--- src/hw/cache_pkg.sv ---
package cache_pkg;

    localparam int way_count      = 4;
    localparam int set_count      = 16;
    localparam int tag_bits       = 23;
    localparam int set_bits       = 4;
    localparam int offset_bits    = 5;
    localparam int line_bits      = 256;
    localparam int words_per_line = 8;

    typedef logic [31:0]                         addr_t;
    typedef logic [tag_bits-1:0]                 tag_t;
    typedef logic [set_bits-1:0]                 set_t;
    typedef logic [$clog2(words_per_line)-1:0]   word_sel_t;
    typedef logic [31:0]                         word_t;
    typedef logic [3:0]                          byte_mask_t;
    typedef logic [line_bits-1:0]                line_t;
    typedef logic [$clog2(way_count)-1:0]        way_t;
    typedef logic [way_count-1:0]                way_vec_t;
    // {root, left pair, right pair}
    typedef logic [2:0]                          plru_t;

    typedef enum logic [2:0] {
        st_idle,
        st_lookup,
        st_compare,
        st_miss_wait,
        st_refill,
        st_respond
    } cache_state_t;

endpackage

--- src/hw/cache_plru.sv ---
`timescale 1ns/1ps

module cache_plru (
    input  logic             clk,
    input  logic             rst,
    input  cache_pkg::set_t  set,
    input  logic             touch,
    input  cache_pkg::way_t  touch_way,
    output cache_pkg::way_t  victim_way
);
    import cache_pkg::*;

    plru_t tree [set_count];
    plru_t cur;
    plru_t nxt;

    assign cur = tree[set];

    // root 0 means the left pair was used last
    always_comb begin
        if (!cur[2]) begin
            victim_way = cur[0] ? way_t'(2) : way_t'(3);
        end else begin
            victim_way = cur[1] ? way_t'(0) : way_t'(1);
        end
    end

    always_comb begin
        case (touch_way)
            2'd0:    nxt = {1'b0, 1'b0, cur[0]};
            2'd1:    nxt = {1'b0, 1'b1, cur[0]};
            2'd2:    nxt = {1'b1, cur[1], 1'b0};
            default: nxt = {1'b1, cur[1], 1'b1};
        endcase
    end

    always_ff @(posedge clk) begin
        if (rst) begin
            for (int s = 0; s < set_count; s++) begin
                tree[s] <= '0;
            end
        end else if (touch) begin
            tree[set] <= nxt;
        end
    end

endmodule

--- config.mk ---
export PLATFORM = sky130hd
export DESIGN_NAME = cache_plru
export DESIGN_NICKNAME = d
export VERILOG_FILES = /design/src/hw/cache_pkg.sv /design/src/hw/cache_plru.sv
export SDC_FILE = /design/constraint.sdc
export NUM_CORES = 1
export LEC_CHECK = 0
export BUFFER_PORTS_ARGS = -buffer_cell sky130_fd_sc_hd__buf_2
export CORE_MARGIN = 4
export CORE_UTILIZATION = 65
export CTS_CLUSTER_DIAMETER = 60
export DETAILED_ROUTE_END_ITERATION = 6
export GPL_TIMING_DRIVEN = 0
export MAX_ROUTING_LAYER = met4
export PLACE_DENSITY = 0.83
export REMOVE_ABC_BUFFERS = 1
export SYNTH_ARGS = -nofsm -noshare
export SYNTH_HDL_FRONTEND = slang
export SYNTH_SLANG_ARGS = --single-unit
--- constraint.sdc ---
create_clock -name clk -period 4.7 [get_ports clk]
set_input_delay 0.235 -clock clk [delete_from_list [all_inputs] [get_ports clk]]
set_output_delay 0.235 -clock clk [all_outputs]
set_load 0.005 [all_outputs]
==> flow_summary.toml <==
[cells_and_area]
area.sequential_um2 = 1440
diodes = 0
num-nets-final = 208
layout-drive-gt1-share_pct = 18.5
multi_input_area_um2 = 873
largest_reg_flops = 48
fillCellCount = 235
layout.cells.non_filler = 246
top_register = "tree"
syn2layout_area_growth_pct = 6.40
largestRegisters = "tree: 48 flops"

[setup_path]
cp.required_ns = 4.73
cp_max_fo = 13
critPathKind = "reg2reg"
r2r_end = "tree[11][0]"
worstSetupEndpointType = "flop"
worstPathCellList = "mux4_1 -> o22ai_1 -> nor3_2 -> o31ai_4 -> nor2_1"
rr_worst_depth = 5
r2r_start = "tree[4][0]"
slowest_stage = "o31ai_4"
arrival_ns = 2.31
cp_slowest_stage_delay_ns = 0.64
r2r_setup_slack_ns = 2.42
start_kind = "flop"

[route]
ant_nets = 0
dr.pass1.iters = 5
wl_per_cell_um = 19.0
avgViaCountPerCell = 6.40
first_iter_violations = 217
postRouteWirelength_um = 4680
drc = 0
vias = 1575

[timing]
period_needed_ns = 2.28
rsz0062_at_grt = "false"
hold_ws_ns = 0.384
max_freq_ghz = 0.439
setup_viol_count_final = 0
period_share_pct = 48.5
maxSlewViolCount = 0
relSlewSlack_pct = 51.3
skew_ns = 0.00832
fin_setup_tns_ns = 0
worst_slew_pin_slew_ns = 0.730
hold_viol = 0

[clock_network]
clkLatencyLatePin_ns = 0.31
clock_path_buffers = 2
post_cts_resized = 0
cts_setup_buffers = 0
clk_transition_reported_paths_ns = 0.09
cts_inserted_buffers = 5
cts_sinks = 48
root_buffer = "clkbuf_8"
htree_levels = 2
ctsHoldBuffers = 0
cts_tree = "built"

[synth]
synthesis.yosys.warnings = 0
async_flop_share_pct = 0
synth_cell_type_count = 27
synth_cells = 191
ys.flop_type = "edfxtp_1"
ys_seq_area_share_pct = 60.4
syn_area_per_cell_um2 = 12.5
ys_seq_elements = 48
syn_area_um2 = 2380
synth_edf_count = 48

[placed_design]
placed_cells_incl_taps = 238
place_congestion = 0.873
hpwl_um = 3270
place.port_buffers = 10

[hold_path]
hold_start = "touch_way[0]"
worstHoldPathCells = 3
min_to = "tree[15][0]"
hold_class = "in2reg"

[run_status]
outcome = "finished clean"

[global_routing]
grt_use_total_pct = 23.3
grt_max_degree = 23
grt_pass1_wl_um = 7350
grt_pass1_vias = 1572
antenna_found_initial = 0
grt-ovfl-total = 0

[die]
pin_count = 11
die_w_um = 68.6
die_y_um = 68.6
initial_utilization_pct = 69.3
row_count = 21
die-area_um2 = 4700
coreArea_um2 = 3440

[pwr]
p_leak_nw = 0.898
ir_worst_vdd_mv = 0.220
power_density_nw_per_um2 = 347

[run]
cap_viol_max_count = 0
[cell usage in the layout (no fill, tap or decap), drive strengths merged, types with 2 or more instances in the layout]
master | Yosys | routed
mux2 | 6 | 6
mux4 | 8 | 8
nand2 | 14 | 14
o22ai | 4 | 4
edfxtp | 48 | 48
clkinv | 1 | 2
o21ai | 2 | 2
nor2b | 4 | 4
clkbuf | 3 | 6
nor3 | 12 | 12
a211oi | 2 | 2
o31ai | 2 | 2
nand3 | 5 | 5
buf | 6 | 10
nor2 | 50 | 50
nand2b | 19 | 19
[worst max-delay path: cells and delay by family (launching register included)]
kind / cells / cell delay (ns)
mux: 1 / 0.53
compound gates: 2 / 0.86
simple gates: 2 / 0.22
flops: 1 / 0.39
[report_power, final]
group	switching (mW)	internal, mW
combinational	0.0589	0.0353
clock	0.133	0.158
sequential	0.00656	0.490
total	0.199	0.683
[cell usage after synthesis, types with 3 or more instances]
library cell   n  area (um2)
mux4_2         6         135
mux2_2         6        67.6
clkbuf_1       3        11.3
nand2b_1      19         119
nand2_1       14        52.6
nand3_1        5        25.0
buf_6          3        33.8
nor2_1        48         180
nor3_1        10        50.1
edfxtp_1      48        1440
nor2b_1        4        25.0
[kinds of logic (layout without fill, tap and decap cells)]
kind of cell,after synthesis,count (layout),share of synthesized area (%)
AO/OA/AOI/OAI,12,12,5.04
buffers and inverters,11,20,2.94
flip-flops,48,48,60.4
multiplexers,14,14,10.7
AND/OR/NAND/NOR,106,106,20.9
[per-stage QoR]
step | worst slack (ns) | utilization (%) | area [um2] | power (mW)
after floorplan | 2.88 | - | 2320 | 0.562
after global placement | 2.29 | 70.6 | 2430 | 0.594
after detailed placement | 2.24 | 70.6 | 2430 | 0.598
after CTS | 2.45 | 73.7 | 2540 | 0.881
after global routing | 2.35 | 73.7 | 2540 | 0.911
final | 2.42 | 73.7 | 2540 | 0.881
[routing by layer]
metal	wire length, um	GRT usage, %
met1	1750	28.0
met2	2280	36.8
met3	527	7.13
met4	126	9.68
met5	0	-
[cell type report]
cell class / instances / share of cell area [%]
Clock inverter: 2 / 1.38
Inverter: 2 / 0.296
Timing Repair Buffer: 10 / 1.97
Sequential cell: 48 / 56.8
Tap cell: 46 / 2.27
Multi-Input combinational cell: 132 / 34.4
Clock buffer: 6 / 2.86
[worst max-delay path by stage]
| stage | slack (ns) | to | from |
|---|---|---|---|
| final | 2.42 | tree[11][0] | tree[4][0] |
| after global routing | 2.35 | tree[13][1] | tree[2][1] |
| after global placement | 2.29 | tree[7][0] | set[1] |
| after floorplan | 2.88 | tree[0][1] | tree[2][1] |
| after CTS | 2.45 | tree[1][0] | tree[4][0] |
| after detailed placement | 2.24 | tree[11][0] | set[1] |
No activity file was read; power rests on OpenSTA's default activity.
