## src/hw/cache_pkg.sv

```systemverilog
package cache_pkg;

    localparam int way_count      = 4;
    localparam int set_count      = 16;
    localparam int tag_bits       = 23;
    localparam int set_bits       = 4;
    localparam int offset_bits    = 5;
    localparam int line_bits      = 256;
    localparam int words_per_line = 8;

    typedef logic [31:0]                         addr_t;
    typedef logic [tag_bits-1:0]                 tag_t;
    typedef logic [set_bits-1:0]                 set_t;
    typedef logic [$clog2(words_per_line)-1:0]   word_sel_t;
    typedef logic [31:0]                         word_t;
    typedef logic [3:0]                          byte_mask_t;
    typedef logic [line_bits-1:0]                line_t;
    typedef logic [$clog2(way_count)-1:0]        way_t;
    typedef logic [way_count-1:0]                way_vec_t;
    // {root, left pair, right pair}
    typedef logic [2:0]                          plru_t;

    typedef enum logic [2:0] {
        st_idle,
        st_lookup,
        st_compare,
        st_miss_wait,
        st_refill,
        st_respond
    } cache_state_t;

endpackage

```

## src/hw/cache_mem_port.sv

```systemverilog
`timescale 1ns/1ps

module cache_mem_port (
    input  logic              clk,
    input  logic              rst,
    input  logic              miss_start,
    input  logic              victim_dirty,
    input  cache_pkg::line_t  victim_line,
    input  cache_pkg::tag_t   victim_tag,
    input  cache_pkg::tag_t   req_tag,
    input  cache_pkg::set_t   req_set,
    input  cache_pkg::line_t  dfp_rdata,
    input  logic              dfp_resp,
    output cache_pkg::addr_t  dfp_addr,
    output logic              dfp_read,
    output logic              dfp_write,
    output cache_pkg::line_t  dfp_wdata,
    output logic              fill_done,
    output cache_pkg::line_t  fill_line
);
    import cache_pkg::*;

    tag_t wb_tag;

    always_ff @(posedge clk) begin
        if (rst) begin
            dfp_read  <= 1'b0;
            dfp_write <= 1'b0;
            fill_done <= 1'b0;
        end else begin
            fill_done <= dfp_read && dfp_resp;
            if (miss_start) begin
                dfp_write <= victim_dirty;
                dfp_read  <= !victim_dirty;
            end else if (dfp_write && dfp_resp) begin
                dfp_write <= 1'b0;
                dfp_read  <= 1'b1;
            end else if (dfp_read && dfp_resp) begin
                dfp_read <= 1'b0;
            end
        end
    end

    always_ff @(posedge clk) begin
        if (miss_start) begin
            wb_tag    <= victim_tag;
            dfp_wdata <= victim_line;
        end
        if (dfp_read && dfp_resp) fill_line <= dfp_rdata;
    end

    // writeback goes to the victim's line, refill to the requested one
    assign dfp_addr = dfp_write ? {wb_tag, req_set, {offset_bits{1'b0}}}
                                : {req_tag, req_set, {offset_bits{1'b0}}};

    // a memory request keeps its level and address until the response
    a_level_held: assert property (@(posedge clk) disable iff (rst)
        (dfp_read || dfp_write) && !dfp_resp |=> $stable(dfp_addr) && $stable(dfp_read)
            && $stable(dfp_write));

endmodule

```

## config.mk

```make
export PLATFORM = sky130hd
export DESIGN_NAME = cache_mem_port
export DESIGN_NICKNAME = d
export VERILOG_FILES = /design/src/hw/cache_pkg.sv /design/src/hw/cache_mem_port.sv
export SDC_FILE = /design/constraint.sdc
export NUM_CORES = 1
export LEC_CHECK = 0
export BUFFER_PORTS_ARGS = -buffer_cell sky130_fd_sc_hd__buf_2
export CAP_MARGIN = 20
export CORE_AREA = 2 2 435 437
export CTS_BUF_LIST = sky130_fd_sc_hd__clkbuf_8
export DETAILED_ROUTE_END_ITERATION = 6
export DIE_AREA = 0 0 437 439
export PLACE_DENSITY = 0.3
export SLEW_MARGIN = 5
export SYNTH_ARGS = -nofsm -noshare
export SYNTH_HDL_FRONTEND = slang
export SYNTH_SLANG_ARGS = --single-unit
```

## constraint.sdc

```tcl
create_clock -name clk -period 7.7 [get_ports clk]
set_input_delay 1.54 -clock clk [delete_from_list [all_inputs] [get_ports clk]]
set_output_delay 1.54 -clock clk [all_outputs]
set_load 0.02 [all_outputs]
```

==> metrics.md <==
| Metric | Value |
|---|---|
| Max Clock Skew | `0.0251 ns` |
| DR vias/cell | `2.59` |
| Post-DP HPWL | `82.9 mm` |
| RePlAce Congestion | `0.823` |
| Die Width | `437 um` |
| Post-synthesis compound-gate area fraction | `0.00106` |
| Setup Viol. Count Final | `0` |
| Routed via count | `11,300` |
| Ratio of cells with drive above 1 in the final layout | `0.677` |
| Max-cap violation count | `0` |
| # IOs | `1,114` |
| Crit-path max FO | `26` |
| Syn_area_per_cell | `28.4 um^2` |
| Critical Path Sink Type | `output pin` |
| Row cnt | `159` |
| Nets | `2,357` |
| Die height | `439 um` |
| Worst min path class | `reg2reg` |
| Xor and xnor area share after synthesis | `0` |
| Pwr dens | `263 nW/um^2` |
| Post-Route WL | `99.9 mm` |
| # port buffers | `1,100` |
| Clk pin slew, worst setup/hold paths | `0.07 ns` |
| Lkg Pwr | `10.8 nW` |
| Initial Util | `0.0884` |
| Largest family of logic cells by synthesized area | `multiplexers` |
| CTS Buf Count | `108` |
| Most frequent cells in the layout | `buf_2, edfxtp_1, clkbuf_8, clkinv_1` |
| Overflow after GRT | `0` |
| Slew @ Worst Pin | `1.04 ns` |
| Worst-case clock buffer depth | `3` |
| Worst rel slew slack | `0.305` |
| Core ar. | `187,000 um^2` |
| Mux cell area share after synthesis | `0.0163` |
| Clock H-tree levels | `3` |
| Crit share post-route | `0.523` |
| CTS root buf | `clkbuf_8` |
| Placed cell area | `25,200 um^2` |
| Yosys warning total | `0` |
| Synth Area in Adders | `0` |
| Clk sinks | `538` |
| Hold Vio Cnt, Final | `0` |
| Drt drc | `0` |
| Arrival @ worst endpoint | `2.49 ns` |
| Max Slew Vio Count | `0` |
| Most common cell after layout, fill and taps aside | `buf_2` |
| Setup Crit Path Kind | `reg2out` |
| Minimum clock period | `4.03 ns` |
| Vias in the first global route | `11,500` |
| Total global-route track usage | `0.0996` |
| Setup Fix Bufs, Post-CTS | `0` |
| Initial antenna violation count | `98` |
| TritonCTS clock tree | `yes` |
| Worst hold slack | `0.611 ns` |
| First-pass GRT wire length | `123 mm` |
| Syn Inst Count | `582` |
| Pre-antenna DRT Iters | `4` |
| Cell area after synthesis | `16,500 um^2` |
| DR WL/cell | `22.8 um` |
| Fmax | `248 MHz` |
| Status | `complete, no violations` |
| Sequential fraction of the synthesis area | `0.975` |
| ANT nets after route | `0` |
| Tot Pwr | `0.00720 W` |
| 1st-iter DRT viols | `486` |
| Area grow syn2layout | `65.4%` |
| Clk Latency, worst-skew pair | `0.85 ns` |
| Synth cell types | `11` |
| Critical Path RT | `6.16 ns` |
| Largest net degree at the start of global routing | `142` |
| RSZ-0062 raised after global routing | `false` |
| Total die area | `192,000 um^2` |
| Post-CTS sizing | `0` |
| CTS Hold Bufs | `0` |
| Peak supply drop | `0.000142 V` |
| Register bit total from synthesis | `538` |
| TNS Setup | `0 ns` |
| Simple-gate portion of the synthesized area | `0.00151` |
| Final Cell Area | `27,300 um^2` |
| Startpoint types | `flip-flop` |
[report_power, final]
part           switching, W  internal (W)  leakage (nW)
combinational      0.000463      0.000214          4.49
sequential        0.0000581       0.00341          5.10
clock               0.00140       0.00165          1.18
[cell usage after synthesis]
| cell | n | area share |
|---|---|---|
| dfxtp_1 | 3 | 0.0036 |
| nand2_1 | 1 | 0.00023 |
| buf_4 | 12 | 0.0054 |
| edfxtp_1 | 535 | 0.97 |
| nor2b_1 | 1 | 0.00038 |
| mux2_2 | 24 | 0.016 |
| or3b_1 | 1 | 0.00053 |
| a21oi_1 | 2 | 0.00061 |
| and2_1 | 1 | 0.00038 |
| o21a_1 | 1 | 0.00045 |
| conb_1 | 1 | 0.00023 |
[state kept, by name, indices dropped and copies added, names as in the netlist]
name / cells
fill_done: 1
dfp_wdata: 256
fill_line: 256
dfp_write: 1
dfp_read: 1
wb_tag: 23
[worst max-delay path, stage by stage, from the launching register on]
cell and delay [ns]:
dfxtp_1 1.01, mux2_2 0.47, buf_2 0.18
[layer usage]
metal | vias up | GRT usage | wire, um
li1 | 4817 | - | -
met5 | - | 0 | 446
met2 | 679 | 0.171 | 50600
met3 | 242 | 0.0426 | 8970
met1 | 5534 | 0.109 | 36600
met4 | 66 | 0.0374 | 3360
[final cells by class]
class	instances	area, um^2
clock inverters	82	641
fillers	21000	160000
multi-input cells	36	334
clock buffers	109	1500
flip-flops and latches	538	16100
repair buffers	1106	5590
diodes	13	32.5
well taps	2495	3120
[per-stage QoR]
step                utilization  cells  worst slack (ns)
global placement          0.135   4175              4.05
finish                    0.146   4379              3.67
CTS                       0.146   4366              3.53
global route              0.146   4370              3.47
floorplan                     -    586              2.56
detailed placement        0.135   4175              4.05
[cells by family after synthesis]
group,count (synthesis)
buf+inv,12
flops,538
compound gates,3
mux,24
other cells,1
simple gates,4
[final timing paths]
path                                 from  slack [ns]  cells past startpoint            end
worst max-delay path            dfp_write        3.67                      2   dfp_addr[31]
worst min-delay path             dfp_read        0.61                      2       dfp_read
worst max register to register   dfp_read        5.43                      2  fill_line[57]
worst min register to register   dfp_read        0.61                      2       dfp_read
(Power assumes the default switching activity.)
