`src/hw/cache_pkg.sv`:
```
package cache_pkg;

    localparam int way_count      = 4;
    localparam int set_count      = 16;
    localparam int tag_bits       = 23;
    localparam int set_bits       = 4;
    localparam int offset_bits    = 5;
    localparam int line_bits      = 256;
    localparam int words_per_line = 8;

    typedef logic [31:0]                         addr_t;
    typedef logic [tag_bits-1:0]                 tag_t;
    typedef logic [set_bits-1:0]                 set_t;
    typedef logic [$clog2(words_per_line)-1:0]   word_sel_t;
    typedef logic [31:0]                         word_t;
    typedef logic [3:0]                          byte_mask_t;
    typedef logic [line_bits-1:0]                line_t;
    typedef logic [$clog2(way_count)-1:0]        way_t;
    typedef logic [way_count-1:0]                way_vec_t;
    // {root, left pair, right pair}
    typedef logic [2:0]                          plru_t;

    typedef enum logic [2:0] {
        st_idle,
        st_lookup,
        st_compare,
        st_miss_wait,
        st_refill,
        st_respond
    } cache_state_t;

endpackage

```
`src/hw/cache_req_latch.sv`:
```
`timescale 1ns/1ps

module cache_req_latch (
    input  logic                   clk,
    input  logic                   rst,
    input  cache_pkg::addr_t       ufp_addr,
    input  cache_pkg::byte_mask_t  ufp_rmask,
    input  cache_pkg::byte_mask_t  ufp_wmask,
    input  cache_pkg::word_t       ufp_wdata,
    input  logic                   capture,
    output cache_pkg::tag_t        req_tag,
    output cache_pkg::set_t        req_set,
    output cache_pkg::word_sel_t   req_word,
    output cache_pkg::byte_mask_t  req_rmask,
    output cache_pkg::byte_mask_t  req_wmask,
    output cache_pkg::word_t       req_wdata,
    output logic                   req_seen
);
    import cache_pkg::*;

    logic present;
    logic load;

    assign present = (|ufp_rmask) || (|ufp_wmask);
    // a request taken on the previous edge is not taken twice
    assign load = capture && present && !req_seen;

    always_ff @(posedge clk) begin
        if (rst) begin
            req_seen  <= 1'b0;
            req_rmask <= '0;
            req_wmask <= '0;
        end else begin
            req_seen <= load;
            if (load) begin
                req_rmask <= ufp_rmask;
                req_wmask <= ufp_wmask;
            end
        end
    end

    always_ff @(posedge clk) begin
        if (load) begin
            req_tag   <= ufp_addr[31:set_bits+offset_bits];
            req_set   <= ufp_addr[set_bits+offset_bits-1:offset_bits];
            req_word  <= ufp_addr[offset_bits-1:2];
            req_wdata <= ufp_wdata;
        end
    end

    a_one_mask: assert property (@(posedge clk) disable iff (rst)
        !((|ufp_rmask) && (|ufp_wmask)));

endmodule

```
`config.mk`:
```
export PLATFORM = sky130hd
export DESIGN_NAME = cache_req_latch
export DESIGN_NICKNAME = d
export VERILOG_FILES = /design/src/hw/cache_pkg.sv /design/src/hw/cache_req_latch.sv
export SDC_FILE = /design/constraint.sdc
export NUM_CORES = 1
export LEC_CHECK = 0
export ABC_AREA = 1
export BUFFER_PORTS_ARGS = -buffer_cell sky130_fd_sc_hd__buf_4
export CAP_MARGIN = 5
export CORE_ASPECT_RATIO = 1.75
export CORE_MARGIN = 10
export CORE_UTILIZATION = 40
export CTS_CLUSTER_DIAMETER = 50
export DETAILED_ROUTE_END_ITERATION = 8
export GPL_TIMING_DRIVEN = 0
export PLACE_DENSITY = 0.75
export REMOVE_ABC_BUFFERS = 1
export SYNTH_ARGS = -nofsm -noshare
export SYNTH_HDL_FRONTEND = slang
export SYNTH_SLANG_ARGS = --single-unit
```
`constraint.sdc`:
```
create_clock -name clk -period 3 [get_ports clk]
set_input_delay 0.15 -clock clk [delete_from_list [all_inputs] [get_ports clk]]
set_output_delay 0.15 -clock clk [all_outputs]
set_load 0.005 [all_outputs]
```
==> results of run 1 <==
## kinds of logic after synthesis
kind of cell,Yosys count,share of synthesized area (%)
flip-flops,71,87.41
buffers and inverters,12,2.036
AND/OR/NAND/NOR,46,10.55
## metrics by stage
| step | std cells | setup slack [ns] | total power, W | area, sq um |
|---|---|---|---|---|
| 2_1_floorplan | 129 | 1.340 | 0.001241 | 2336 |
| 3_3_place_gp | 348 | 1.123 | 0.001412 | 3505 |
| 3_5_place_dp | 348 | 1.093 | 0.001421 | 3505 |
| 4_1_cts | 426 | 1.084 | 0.002089 | 4283 |
| 5_1_grt | 426 | 0.9913 | 0.002158 | 4283 |
| 6_report | 426 | 1.108 | 0.002072 | 4283 |
## placed cells by master (no fill, tap or decap)
cell type	n
buf_4	143
clkbuf_1	4
clkbuf_8	9
clkinv_1	1
clkinv_2	1
dfxtp_1	9
dlygate4sd3_1	63
edfxtp_1	62
inv_1	9
inv_2	2
inv_4	1
nand2_1	12
nand2_2	1
nand3_1	8
nor2_1	13
nor2_2	8
nor2_4	1
nor2_8	2
nor3_1	1
## power groups by stage
stage / clock network (W) / logic [W] / registers [W]
2_1_floorplan: 0 / 0.0000489 / 0.00119
3_3_place_gp: 0 / 0.000228 / 0.00118
3_5_place_dp: 0 / 0.000234 / 0.00119
4_1_cts: 0.000618 / 0.000305 / 0.00117
5_1_grt: 0.000655 / 0.000328 / 0.00117
6_report: 0.000597 / 0.000306 / 0.00117
## state kept, by name, summed over array words and instances, names as in the netlist
register / flops
req_rmask: 4
req_seen: 1
req_set: 4
req_tag: 23
req_wdata: 32
req_wmask: 4
req_word: 3
## per-layer routing
layer,up-vias,global-route usage [%],share of wire (%)
li1,886,-,-
met1,884,14.07,28
met2,84,34.43,62
met3,15,5.341,7.7
met4,0,9.174,2.6
met5,-,0,0
## final cells by class
type	instances	area (sq um)
clock inverter	2	8.758
clock buffer	13	138.9
inverter	12	47.55
multi-input combinational	46	246.5
sequential	71	2042
fill	362	1348
tap	76	95.09
timing repair buffer	206	1704
## final timing paths
check | from | to | slack (ns) | depth (start not counted)
min | ufp_rmask[0] | req_rmask[0] | 0.15 | 5
max | req_seen | req_wdata[9] | 1.11 | 3
max reg2reg | req_seen | req_wdata[9] | 1.11 | 3
min reg2reg | req_rmask[1] | req_rmask[1] | 0.49 | 2
## worst register-to-register path, delay by kind of cell (launching register included)
kind | cells | cell delay (ns)
buffers and inverters | 1 | 0.07
flip-flops | 1 | 0.36
AND/OR/NAND/NOR | 2 | 1.06
==> flow_summary.ini, run 1 <==
[status]
status = finished, final reports clean

[setup_path]
crit_type = reg -> reg
crit_slowest_cell = nor2_8
crit_chain = nor2_8, inv_4, nor2_8
start_kind = flip-flop
path_delay_family = simple AND/OR/NAND/NOR gates
cp-end-kind = flip-flop
worstPathMaxFanout = 70
worstPathArrival_ns = 1.83
critPathBufInv = 1
required_ns = 2.94
max_stage_delay_ns = 0.87
cp_common_cell = nor2_8

[global_route]
grt_pass1_vias = 2174
grt_antenna_before_repair = 0
grt_pass1_wl_mm = 12.02
grt_util_all_layers_pct = 17.23
grt_max_degree = 71
gr-total-overflow = 0

[placed_design]
portBuffers = 143
dpl.hpwl_mm = 5.130
place_congestion = 0.7687

[floorplan]
ios = 146
initial_core_util_pct = 41.49
core_area_sq_um = 5630
row_count = 36
die-area_sq_um = 9417
die_h_um = 121.1
chipWidth_um = 77.77

[cts]
cts_made_buffers = 9
clkTransAtPathRegs_ns = 0.06
cts_sinks = 71
cts_setup_buffers = 0
cts_resized = 0
cts_buffer_depth = 2
ctsHoldBuffers = 63
cts-root-buf = clkbuf_8
cts_tree = done
insertion_delay_ns = 0.33
h-tree-depth = 3

[power_and_ir_drop]
ir_worst_vdd_mv = 0.3352
pwr-share-comb_pct = 14.8
internal_power_w = 0.001630
seqPwrFrac_pct = 56.4
p_leak_nw = 1.870
powerDensity_nw_per_um2 = 483.7
netSwitchingFraction_pct = 21.33
clkPwrFrac_pct = 28.8
power_switching_w = 0.0004420

[synth]
yosysSeqAreaShare_pct = 87.41
yosys-top-cells-area = edfxtp_1 (80%), dfxtp_1 (7.7%), nor2_2 (2.1%)
synth-main-ff-cell = edfxtp_1
ys_warn_count = 0
synth_top_cell_area_share_pct = 79.70
synthTopCellsByCount = edfxtp_1 (62), nor2_1 (13), nand2_1 (12)
synth.most_common_cell = edfxtp_1
syn_area_per_cell_sq_um = 18.11
synth_top_cell_by_area = edfxtp_1
syn_inst = 129
synth-edff-count = 62
synth_area_sq_um = 2336
ys_types = 13
synth-async-reset-ratio_pct = 0
ys_seq_elements = 71

[routing]
wl_per_cell_um = 19.01
vias_per_cell = 4.387
drc = 0
antenna_left = 0
via_count = 1869
drt_first_iter_violations = 117
routed_wl_mm = 8.097
drtPass1Iterations = 4

[final_layout]
finalNetCount = 421
final_util_pct = 76.07
antenna_cells = 0
drive_gt1_share_pct = 48.00
area_growth_pct = 83.34

[sta]
slew_viol_final = 0
rsz0062_at_grt = no
worstMarginPinSlew_ns = 1.130
fmax_ghz = 0.5285
maxSlewHeadroom_pct = 24.68
min_period_ns = 1.892
fin_crit_sh_pct = 63.07
totalNegativeSetupSlack_ns = 0
hold_viol = 0
whs_ns = 0.1468
clock_skew_ns = 0.005533
setup_viol = 0

[flow_run]
cap_violations = 0

[min_path]
min_path_type = in -> reg
Note: power is estimated with default switching activity, not from simulation.
==> inputs of run 2 (changes only) <==
clock period = 1.8 ns   (was 3 ns; I/O delays follow)
==> run 2 against run 1 <==
Worst hold slack got worse by 0.062 ns. Power is 67% higher. Global-route usage up 0.37 points. Critical path type unchanged. Critical endpoint is now req_tag[19]. Largest cell class unchanged.
==> flow_summary.ini, run 2 (synthesized netlist as in run 1, its figures left out) <==
[status]
status = finished, final reports clean

[placed_design]
place_ws_ns = -0.1065
portBuffers = 143
dpl.hpwl_mm = 5.130
place_congestion = 0.7687
dp.cells = 348

[cts]
h-tree-depth = 3
cts_made_buffers = 9
cts-root-buf = clkbuf_8
clkTransAtPathRegs_ns = 0.06
insertion_delay_ns = 0.33
cts_tree = done
cts_sinks = 71
cts_buffer_depth = 2

[sta]
rsz0062_at_grt = no
fin_crit_sh_pct = 81.86
fmax_ghz = 0.6787
clock_skew_ns = 0.004096
worstMarginPinSlew_ns = 0.5846
min_period_ns = 1.473
setup_viol = 0
totalNegativeSetupSlack_ns = 0
whs_ns = 0.08450
hold_viol = 0
slew_viol_final = 0
maxSlewHeadroom_pct = 60.93
setup_slack_ns = 0.3266

[floorplan]
core_area_sq_um = 5630
chipWidth_um = 77.77
ios = 146
initial_core_util_pct = 41.49
die_h_um = 121.1
die-area_sq_um = 9417
row_count = 36

[final_layout]
final_cell_mix = buf_4 (143), dlygate4sd3_1 (63), edfxtp_1 (62), nor2_1 (13), nand2_1 (12)
final_cells = 428
largest_reg_flops = 32
top_register = req_wdata
drive_gt1_share_pct = 48.30
largestRegisters = req_wdata (32), req_tag (23)
n_fill_cell = 361
antenna_cells = 0
layout_commonest_cell = buf_4
finalNetCount = 423
area_growth_pct = 84.31

[min_path]
hold_depth = 5
worst_hold_path.endpoint = req_rmask[0]
min_path_type = in -> reg
min_from = ufp_rmask[0]

[global_route]
grt_max_degree = 36
grt_pass1_vias = 2212
grt_antenna_before_repair = 0
grt_util_all_layers_pct = 17.60
grt_pass1_wl_mm = 12.24
gr-total-overflow = 0

[routing]
via_count = 1894
met1_length_mm = 2.448
antenna_left = 0
drt_first_iter_violations = 102
routed_wl_mm = 8.334
drtPass1Iterations = 4
wl_met3_um = 566
met2RoutedLength_mm = 5.070
drc = 0
topRoutingLayerUsed = met4
wl_per_cell_um = 19.47
vias_per_cell = 4.425

[setup_path]
crit_type = reg -> reg
worstPathArrival_ns = 1.44
cp-end-kind = flip-flop
start_kind = flip-flop
worstPathMaxFanout = 35
r2r_cells = 3
reg2reg_to = req_tag[19]
r2r_slack_ns = 0.33
r2r_start = req_seen
required_ns = 1.77

[power_and_ir_drop]
ir_worst_vdd_mv = 0.5583
powerDensity_nw_per_um2 = 803.5
p_leak_nw = 1.879

[flow_run]
cap_violations = 0
run 2: changes by cell type in the layout (fill, tap and decap cells not counted), sizes merged:
cell and change:
nor2 +2
run 2: worst max-delay path by stage:
stage	slack [ns]	end	startpoint	depth (start not counted)
2_1_floorplan	0.14	req_set[0]	req_seen	3
3_3_place_gp	-0.08	req_wdata[31]	req_seen	3
3_5_place_dp	-0.11	req_tag[16]	req_seen	3
4_1_cts	0.30	req_wdata[2]	req_seen	3
5_1_grt	0.24	req_wdata[23]	req_seen	3
6_report	0.33	req_tag[19]	req_seen	3
run 2: layer usage:
metal / vias to the layer above / global-route usage (%)
li1: 894 / -
met1: 900 / 14.67
met2: 82 / 34.79
met3: 18 / 5.341
met4: 0 / 9.633
met5: - / 0
run 2: metrics by stage:
step	cell area, sq um	power (W)	utilization (%)
global placement	3505	0.002353	62.24
finish	4305	0.003459	76.47
detailed placement	3505	0.002369	62.24
global route	4305	0.003598	76.47
floorplan	2336	0.002069	-
CTS	4305	0.003486	76.47
run 2: cell type report:
cell class                 instances  area, sq um  area share [%]
sequential                        71         2042           47.43
tap                               76        95.09           2.209
multi-input combinational         48        269.0           6.248
timing repair buffer             206         1704           39.58
clock buffer                      13        138.9           3.226
inverter                          12        47.55           1.104
clock inverter                     2        8.758          0.2034
run 2: repair_timing:
action | CTS | global route
setup endpoints to repair | 62 | 0
gates resized for setup | 1 | 0
buffers inserted | 0 | 0
hold endpoints to repair | 63 | 0
hold buffers | 63 | 0
run 2: power breakdown:
part,switching (W),internal [W]
clock,0.000508,0.000488
sequential,0.0000407,0.00191
combinational,0.000195,0.000320
total,0.000744,0.00272
run 2: worst max-delay path, stage by stage (launching register included):
cell	delay (ns)
dfxtp_1	0.36
nor2_8	0.19
inv_4	0.09
nor2_8	0.45
==> inputs of run 3 (changes only) <==
ABC_AREA = 0   (was 1)
clock period = 1.4 ns   (was 1.8 ns; I/O delays follow)
==> run 3 against run 2 <==
Clock power grew 48%. Register-to-register slack lost 0.24 ns. Cell count shrank 1.4%. Maximum frequency grew 12%.
==> flow_summary.ini, run 3 <==
[floorplan]
die-area_sq_um = 9333
row_count = 36
chipWidth_um = 77.44
initial_core_util_pct = 41.35
ios = 146
core_area_sq_um = 5585
die_h_um = 120.5

[routing]
antenna_left = 0
drt_first_iter_violations = 91
routed_wl_mm = 8.259
vias_per_cell = 4.557
drc = 0
via_count = 1923
drtPass1Iterations = 4
wl_per_cell_um = 19.57

[power_and_ir_drop]
p_leak_nw = 1.838
pwr-share-comb_pct = 14.9
ir_worst_vdd_mv = 0.6630
clkPwrFrac_pct = 31.6
power_switching_w = 0.0009819
netSwitchingFraction_pct = 21.07
internal_power_w = 0.003679
powerDensity_nw_per_um2 = 1055
seqPwrFrac_pct = 53.4

[setup_path]
r2r_slack_ns = 0.08
critPathBufInv = 2
max_stage_delay_ns = 0.32
r2r_cells = 4
crit_type = reg -> reg
r2r_start = req_seen
worstPathArrival_ns = 1.35
cp-end-kind = flip-flop
critPathLaunch = req_seen
required_ns = 1.44
path_depth = 4
start_kind = flip-flop
crit_chain = nand2b_4, a21oi_4, buf_4, buf_12
crit_slowest_cell = dfxtp_1
path_delay_family = buffers and inverters
worstPathMaxFanout = 16

[synth]
syn_area_per_cell_sq_um = 19.25
synth_top_cell_by_area = edfxtp_1
synth-async-reset-ratio_pct = 0
synthTopCellsByCount = edfxtp_1 (62), nand2_1 (16), dfxtp_1 (9)
synth.most_common_cell = edfxtp_1
yosys-top-cells-area = edfxtp_1 (81%), dfxtp_1 (7.8%), nand2_1 (2.6%)
yosysSeqAreaShare_pct = 88.41
synth-main-ff-cell = edfxtp_1
ys_warn_count = 0
ys_types = 12
syn_inst = 120
ys_seq_elements = 71
synth-edff-count = 62
synth_top_cell_area_share_pct = 80.61
synth_area_sq_um = 2310

[placed_design]
dp.cells = 338
dpl.hpwl_mm = 5.353
portBuffers = 143
place_ws_ns = -0.4434
place_congestion = 0.7852

[final_layout]
final_cell_mix = buf_4 (145), dlygate4sd3_1 (63), edfxtp_1 (62), nand2_1 (16)
area_growth_pct = 91.33
top_register = req_wdata
final_cells = 422
largest_reg_flops = 32
drive_gt1_share_pct = 47.54
largestRegisters = req_wdata (32), req_tag (23)
layout_commonest_cell = buf_4
finalNetCount = 415

[min_path]
min_from = ufp_rmask[2]
min_path_type = in -> reg
hold_depth = 3

[sta]
rsz0062_at_grt = no
clock_skew_ns = 0.009837
worstMarginPinSlew_ns = 0.5472
fin_crit_sh_pct = 93.98
setup_viol = 0
slew_viol_final = 0
min_period_ns = 1.316
fmax_ghz = 0.7600
maxSlewHeadroom_pct = 63.45
setup_slack_ns = 0.08427
hold_viol = 0

[cts]
cts_made_buffers = 9
h-tree-depth = 3
cts_tree = done
cts_buffer_depth = 2
insertion_delay_ns = 0.33
clkTransAtPathRegs_ns = 0.07
cts_sinks = 71
cts-root-buf = clkbuf_8

[global_route]
grt_antenna_before_repair = 1
gr-total-overflow = 0
grt_pass1_vias = 2161
grt_util_all_layers_pct = 17.41
grt_pass1_wl_mm = 12.25
grt_max_degree = 21

[status]
status = finished, final reports clean

[flow_run]
cap_violations = 0
==> run 3: power by group through the flow <==
stage	clock [W]	combinational [W]	sequential, W
after floorplan	0	0.0000691	0.00256
after global placement	0	0.000464	0.00254
after detailed placement	0	0.000507	0.00253
after CTS	0.00150	0.000689	0.00248
after global routing	0.00160	0.000738	0.00250
final	0.00147	0.000696	0.00249
==> run 3: cell type report <==
class | count | area [sq um]
multi-input cells | 46 | 275.3
clock inverters | 7 | 53.80
fillers | 344 | 1166
clock buffers | 9 | 123.9
diodes | 1 | 2.502
well taps | 76 | 95.09
repair buffers | 212 | 1827
flip-flops and latches | 71 | 2042
==> run 3: kinds of logic after synthesis <==
logic type | count (synthesis) | synth area share, %
AND/OR/NAND/NOR | 37 | 8.722
buffers and inverters | 3 | 0.4875
flip-flops | 71 | 88.41
AO/OA/AOI/OAI | 9 | 2.383
==> run 3: path summary, 6_finish.rpt <==
check / endpoint
setup reg to reg: req_tag[8]
hold / removal: req_rmask[2]
hold reg to reg: req_wmask[0]
setup / recovery: req_tag[8]
==> run 3: per-stage QoR <==
stage          TNS [ns]  cell area (sq um)  utilization, %  power (W)  hold WS, ns
2_1_floorplan   -172.30               2298               -   0.002625       0.1394
3_3_place_gp    -244.95               3467           62.07   0.003007       0.2479
3_5_place_dp     -24.15               3533           63.26   0.003037       0.2493
4_1_cts               0               4409           78.94   0.004675      0.03786
5_1_grt               0               4419           79.12   0.004843      0.04317
6_report              0               4419           79.12   0.004661      0.04814
==> run 3: timing repair <==
item                                    CTS  global route
buffers inserted                          2             1
resized for setup                         2             0
gates cloned                              1             0
endpoints found under the setup margin   63            43
hold buffers                             63             0
endpoints found under the hold margin    71             0
==> run 3: metal layers <==
metal / wire, um / GRT usage, %
met1: 2633 / 15.28
met2: 4985 / 34.66
met3: 355 / 4.228
met4: 285 / 8.945
met5: 0 / 0
==> run 3: worst min-delay path: stages <==
cell and delay (ns):
buf_4 0.13, nand2_1 0.06, a31oi_1 0.07
